## src/regfile_pkg.sv

```systemverilog
// ====================
// Register file shared types and sizes
// ====================

package regfile_pkg;

	// Physical register count of the core
	localparam int PREGS = 64;

	// Width of a physical register number, enough to name all PREGS entries
	localparam int PREG_BITS = 6;

	// Width of a register value
	localparam int VALUE_BITS = 64;

	// Four writeback buses feed the file, one per named write port
	localparam int WRITE_PORTS = 4;

	// A bank selector names one of the write ports
	localparam int LVT_BITS = 2;

	// ====================
	// Types
	// ====================

	// Physical register number
	typedef logic [PREG_BITS-1:0] pregno_t;

	// Register value as seen on the writeback and operand buses
	typedef logic [VALUE_BITS-1:0] value_t;

	// Live value table entry, the write port that last wrote a register
	typedef logic [LVT_BITS-1:0] lvt_sel_t;

endpackage

```

## src/regfile_read_stage.sv

```systemverilog
`timescale 1ns/1ps

// Operand latch
// Each read port's combinational result is captured at the edge that ends
// the read cycle, and a valid flag travels alongside it
module regfile_read_stage #(
	parameter int READ_PORTS = 4
) (
	input  logic                                  clk,
	input  logic                                  rst,
	input  logic                [READ_PORTS-1:0]  rd_en,
	input  regfile_pkg::value_t [READ_PORTS-1:0]  comb_data,
	output regfile_pkg::value_t [READ_PORTS-1:0]  rd_data,
	output logic                [READ_PORTS-1:0]  rd_valid
);

	// ====================
	// Valid flags
	// ====================

	// One cycle after a read strobe the result is marked valid
	// A port that was idle shows a low valid in the next cycle
	always_ff @(posedge clk) begin
		if (rst) begin
			rd_valid <= '0;
		end else begin
			rd_valid <= rd_en;
		end
	end

	// ====================
	// Data capture
	// ====================

	// Data is held while the port is idle, so the last operand stays on
	// the bus until the next read of that port
	always_ff @(posedge clk) begin
		for (int r = 0; r < READ_PORTS; r++) begin
			if (rd_en[r]) begin
				rd_data[r] <= comb_data[r];
			end
		end
	end

endmodule

```

## config.mk

```make
export PLATFORM = sky130hd
export DESIGN_NAME = regfile_read_stage
export DESIGN_NICKNAME = d
export VERILOG_FILES = /design/src/regfile_pkg.sv /design/src/regfile_read_stage.sv
export SDC_FILE = /design/constraint.sdc
export NUM_CORES = 1
export LEC_CHECK = 0
export ABC_AREA = 1
export ABC_CLOCK_PERIOD_IN_PS = 800
export BUFFER_PORTS_ARGS = -buffer_cell sky130_fd_sc_hd__buf_2
export CAP_MARGIN = 20
export CORE_AREA = 3 3 202 204
export CTS_CLUSTER_SIZE = 8
export DETAILED_ROUTE_END_ITERATION = 7
export DIE_AREA = 0 0 205 207
export GPL_TIMING_DRIVEN = 1
export SLEW_MARGIN = 20
export SYNTH_ARGS = -nofsm -noshare
export SYNTH_HDL_FRONTEND = slang
export SYNTH_SLANG_ARGS = --single-unit
```

## constraint.sdc

```tcl
create_clock -name clk -period 0.8 [get_ports clk]
set_clock_uncertainty 0.15 [all_clocks]
set_input_delay 0.24 -clock clk [delete_from_list [all_inputs] [get_ports clk]]
set_output_delay 0.24 -clock clk [all_outputs]
set_load 0.01 [all_outputs]
```

# Word level (Yosys, flattened, before mapping)
# Index checks and enable logic that the tools add are counted.
dict set report word_totals {
  register_bits 260
  in_bits 262
  output_inout_bits 260
  wordCells 5
}

# Depth between registers and ports, before layout
dict set report depth {
  word_depth 0
  mapped_depth 2
  depth_no_buf 2
}

# Least setup slack after synthesis
# No wires, ideal clock.
dict set report synth_path {
  kind {reg-to-output}
  startpoint {register rd_data[0] (netlist name)}
  endpoint {output rd_data[0] (netlist name)}
  arrival_time_ns 0.394
  t_required_ns 0.410
  path_slack_ns 0.016
  stages_incl_launch_ff 1
  n_path_buf 0
  cell_sequence {edfxtp_1}
}
# item line
set synth_lines {}
lappend synth_lines {{start: declaration} regfile_read_stage.sv:13} ;# output regfile_pkg::value_t [READ_PORTS-1:0] rd_data,
lappend synth_lines {{start signal: indexed assignment} regfile_read_stage.sv:40} ;# rd_data[r] <= comb_data[r];
# No word-level cell between the ends.

# Final worst setup path
dict set report layout_path {
  startpoint {register rd_data[91] (netlist name)}
  endpoint {output rd_data[91] (netlist name)}
}
# No word-level cell between the ends.

==> flow_summary.yaml <==
power:
  combPwrFrac_pct: 11.0
  vdd_drop_max_uv: 1550
  switching_share_pct: 21.2
  power_frac_clock_pct: 41.7
  net-switching-power_mw: 7.39
  finalPower_mw: 34.8
  power.leakage_nw: 6.33
  power_density_mw_per_mm2: 2330
  p_seq_share_pct: 47.4
  p_int_mw: 27.4
grt:
  grt_pass1_wl_um: 39000
  grt_max_degree: 45
  grt_usage_pct: 12.1
  grt-ovfl-total: 0
  antenna_found_initial: 5
  grt_pass1_vias: 6734
synth:
  synth_warnings: 0
  synthDistinctLibCells: 4
  syn_nets: 530
  syn_avg_cell_area_um2: 29.1
  yosys_register_bits: 260
  synthCells: 268
  synth_seq_area_share_pct: 99.6
  netlist_area_mm2: 0.00780
clock_tree:
  ctsHtreeMaxLevel: 2
  cts_hold_buf: 257
  cts_tree: "yes"
  cts_sinks: 260
  post_cts_buffers: 0
  cts_made_buffers: 38
  clock_path_buffers: 3
  clk_pin_slew_ns: 0.05
  root_buffer: "clkbuf_16"
route:
  drt-initial-drc-count: 271
  antenna_left: 0
  first_pass_iters: 4
  finalWirelength_um: 26700
  viasPerCell: 3.65
  vias: 5970
  drt-wirelength-per-cell_um: 16.3
  drc: 0
timing:
  finalSetupViolations: 293
  slew_headroom_pct: 83.6
  hold_slack_ns: 0.00822
  fin_ws_ns: -0.676
  rsz0062_at_grt: "true"
  hold_violations: 0
  maxClockFrequency_ghz: 0.678
  tightest_slew_ns: 0.246
  fin_crit_ns: 1.48
  period_share_pct: 185
  slew_violations: 0
setup_path:
  crit_path_max_fanout: 1
  critPathMaxStageDelay_ns: 0.41
  start_kind: "flop"
  arrival_ns: 1.09
  slowest_stage: "edfxtp_1"
  crit_chain: "buf_2"
  critPathBufInv: 1
  crit_family: "flip-flops"
  critPathKind: "flop to primary output"
  cp.required_ns: 0.41
  end_kind: "primary output"
final_layout:
  final_nets: 1355
  final_cell_mix: "506 x buf_2, 256 x edfxtp_1, 255 x dlygate4sd3_1"
  instances_no_fill: 1636
  area_growth_pct: 91.8
  drive_above_1_share_pct: 51.6
  final_common_cell: "buf_2"
outcome:
  violations: "setup timing"
  status: "complete, but fails checks"
die:
  dieArea_mm2: 0.0424
  rows: 73
  die_w_um: 205
  initial_utilization_pct: 19.8
  coreArea_mm2: 0.0395
  io_pins: 522
  die_h_um: 207
flow_run:
  cap_violations: 0
placement:
  gp_congestion: 0.780
  hpwl_um: 17800
  port_buffers: 521
  dp.cells: 1323
hold_path:
  min_path_type: "primary input to flop"
area by class of cell:
class	count	area, µm²
fill	3635	24500
sequential	260	7770
timing repair buffer	785	5410
clock buffer	55	1080
tap	525	657
multi-input combinational	4	15.0
inverter	4	15.0
antenna	2	5.00
clock inverter	1	3.75
per-layer routing:
metal	wire (µm)	part of all wire [%]	GRT usage, %
met5	23	0.086	0
met1	10100	38	13.2
met2	13100	49	20.6
met3	2630	9.8	4.78
met4	869	3.3	5.56
cell families (layout without fill, tap and decap cells):
family | after synthesis | in the layout | share of synthesized area, %
flip-flops | 260 | 260 | 99.6
buffers and inverters | 4 | 845 | 0.192
other | 0 | 2 | 0
AND/OR/NAND/NOR | 4 | 4 | 0.192
synth_stat cells:
master / instances / area (µm²)
edfxtp_1: 256 / 7690
dfxtp_1: 4 / 80.1
inv_1: 4 / 15.0
nor2_1: 4 / 15.0
stage by stage:
stage	instance area, µm²	setup TNS, ns	utilization [%]	setup slack [ns]
detailed placement	11200	-92.35	28.4	-0.325
CTS	14900	-171.63	37.7	-0.741
global route	15000	-174.71	37.9	-0.733
global placement	11200	-88.93	28.4	-0.300
floorplan	7800	0	-	0.0162
finish	15000	-159.37	37.9	-0.676
power by group through the flow:
stage	logic [mW]	clock network, mW	registers [mW]
3_5_place_dp	2.74	0	16.7
5_1_grt	4.06	15.6	16.6
2_1_floorplan	0.00748	0	17.3
4_1_cts	3.76	15.0	16.5
3_3_place_gp	2.73	0	16.7
6_report	3.81	14.5	16.5
repair_timing:
item / CTS / global route
setup endpoints to repair: 260 / 268
resized for setup: 5 / 16
hold endpoints to repair: 266 / 6
final timing paths:
| kind | from | endpoint | slack (ns) | cells past startpoint |
|---|---|---|---|---|
| setup / recovery | rd_data[91] | rd_data[91] | -0.68 | 1 |
| hold / removal | comb_data[162] | rd_data[162] | 0.008 | 2 |
registers in the layout, summed over array words and instances, names as in the netlist:
| register | flops |
|---|---|
| rd_data | 256 |
| rd_valid | 4 |
(Power assumes the default switching activity.)
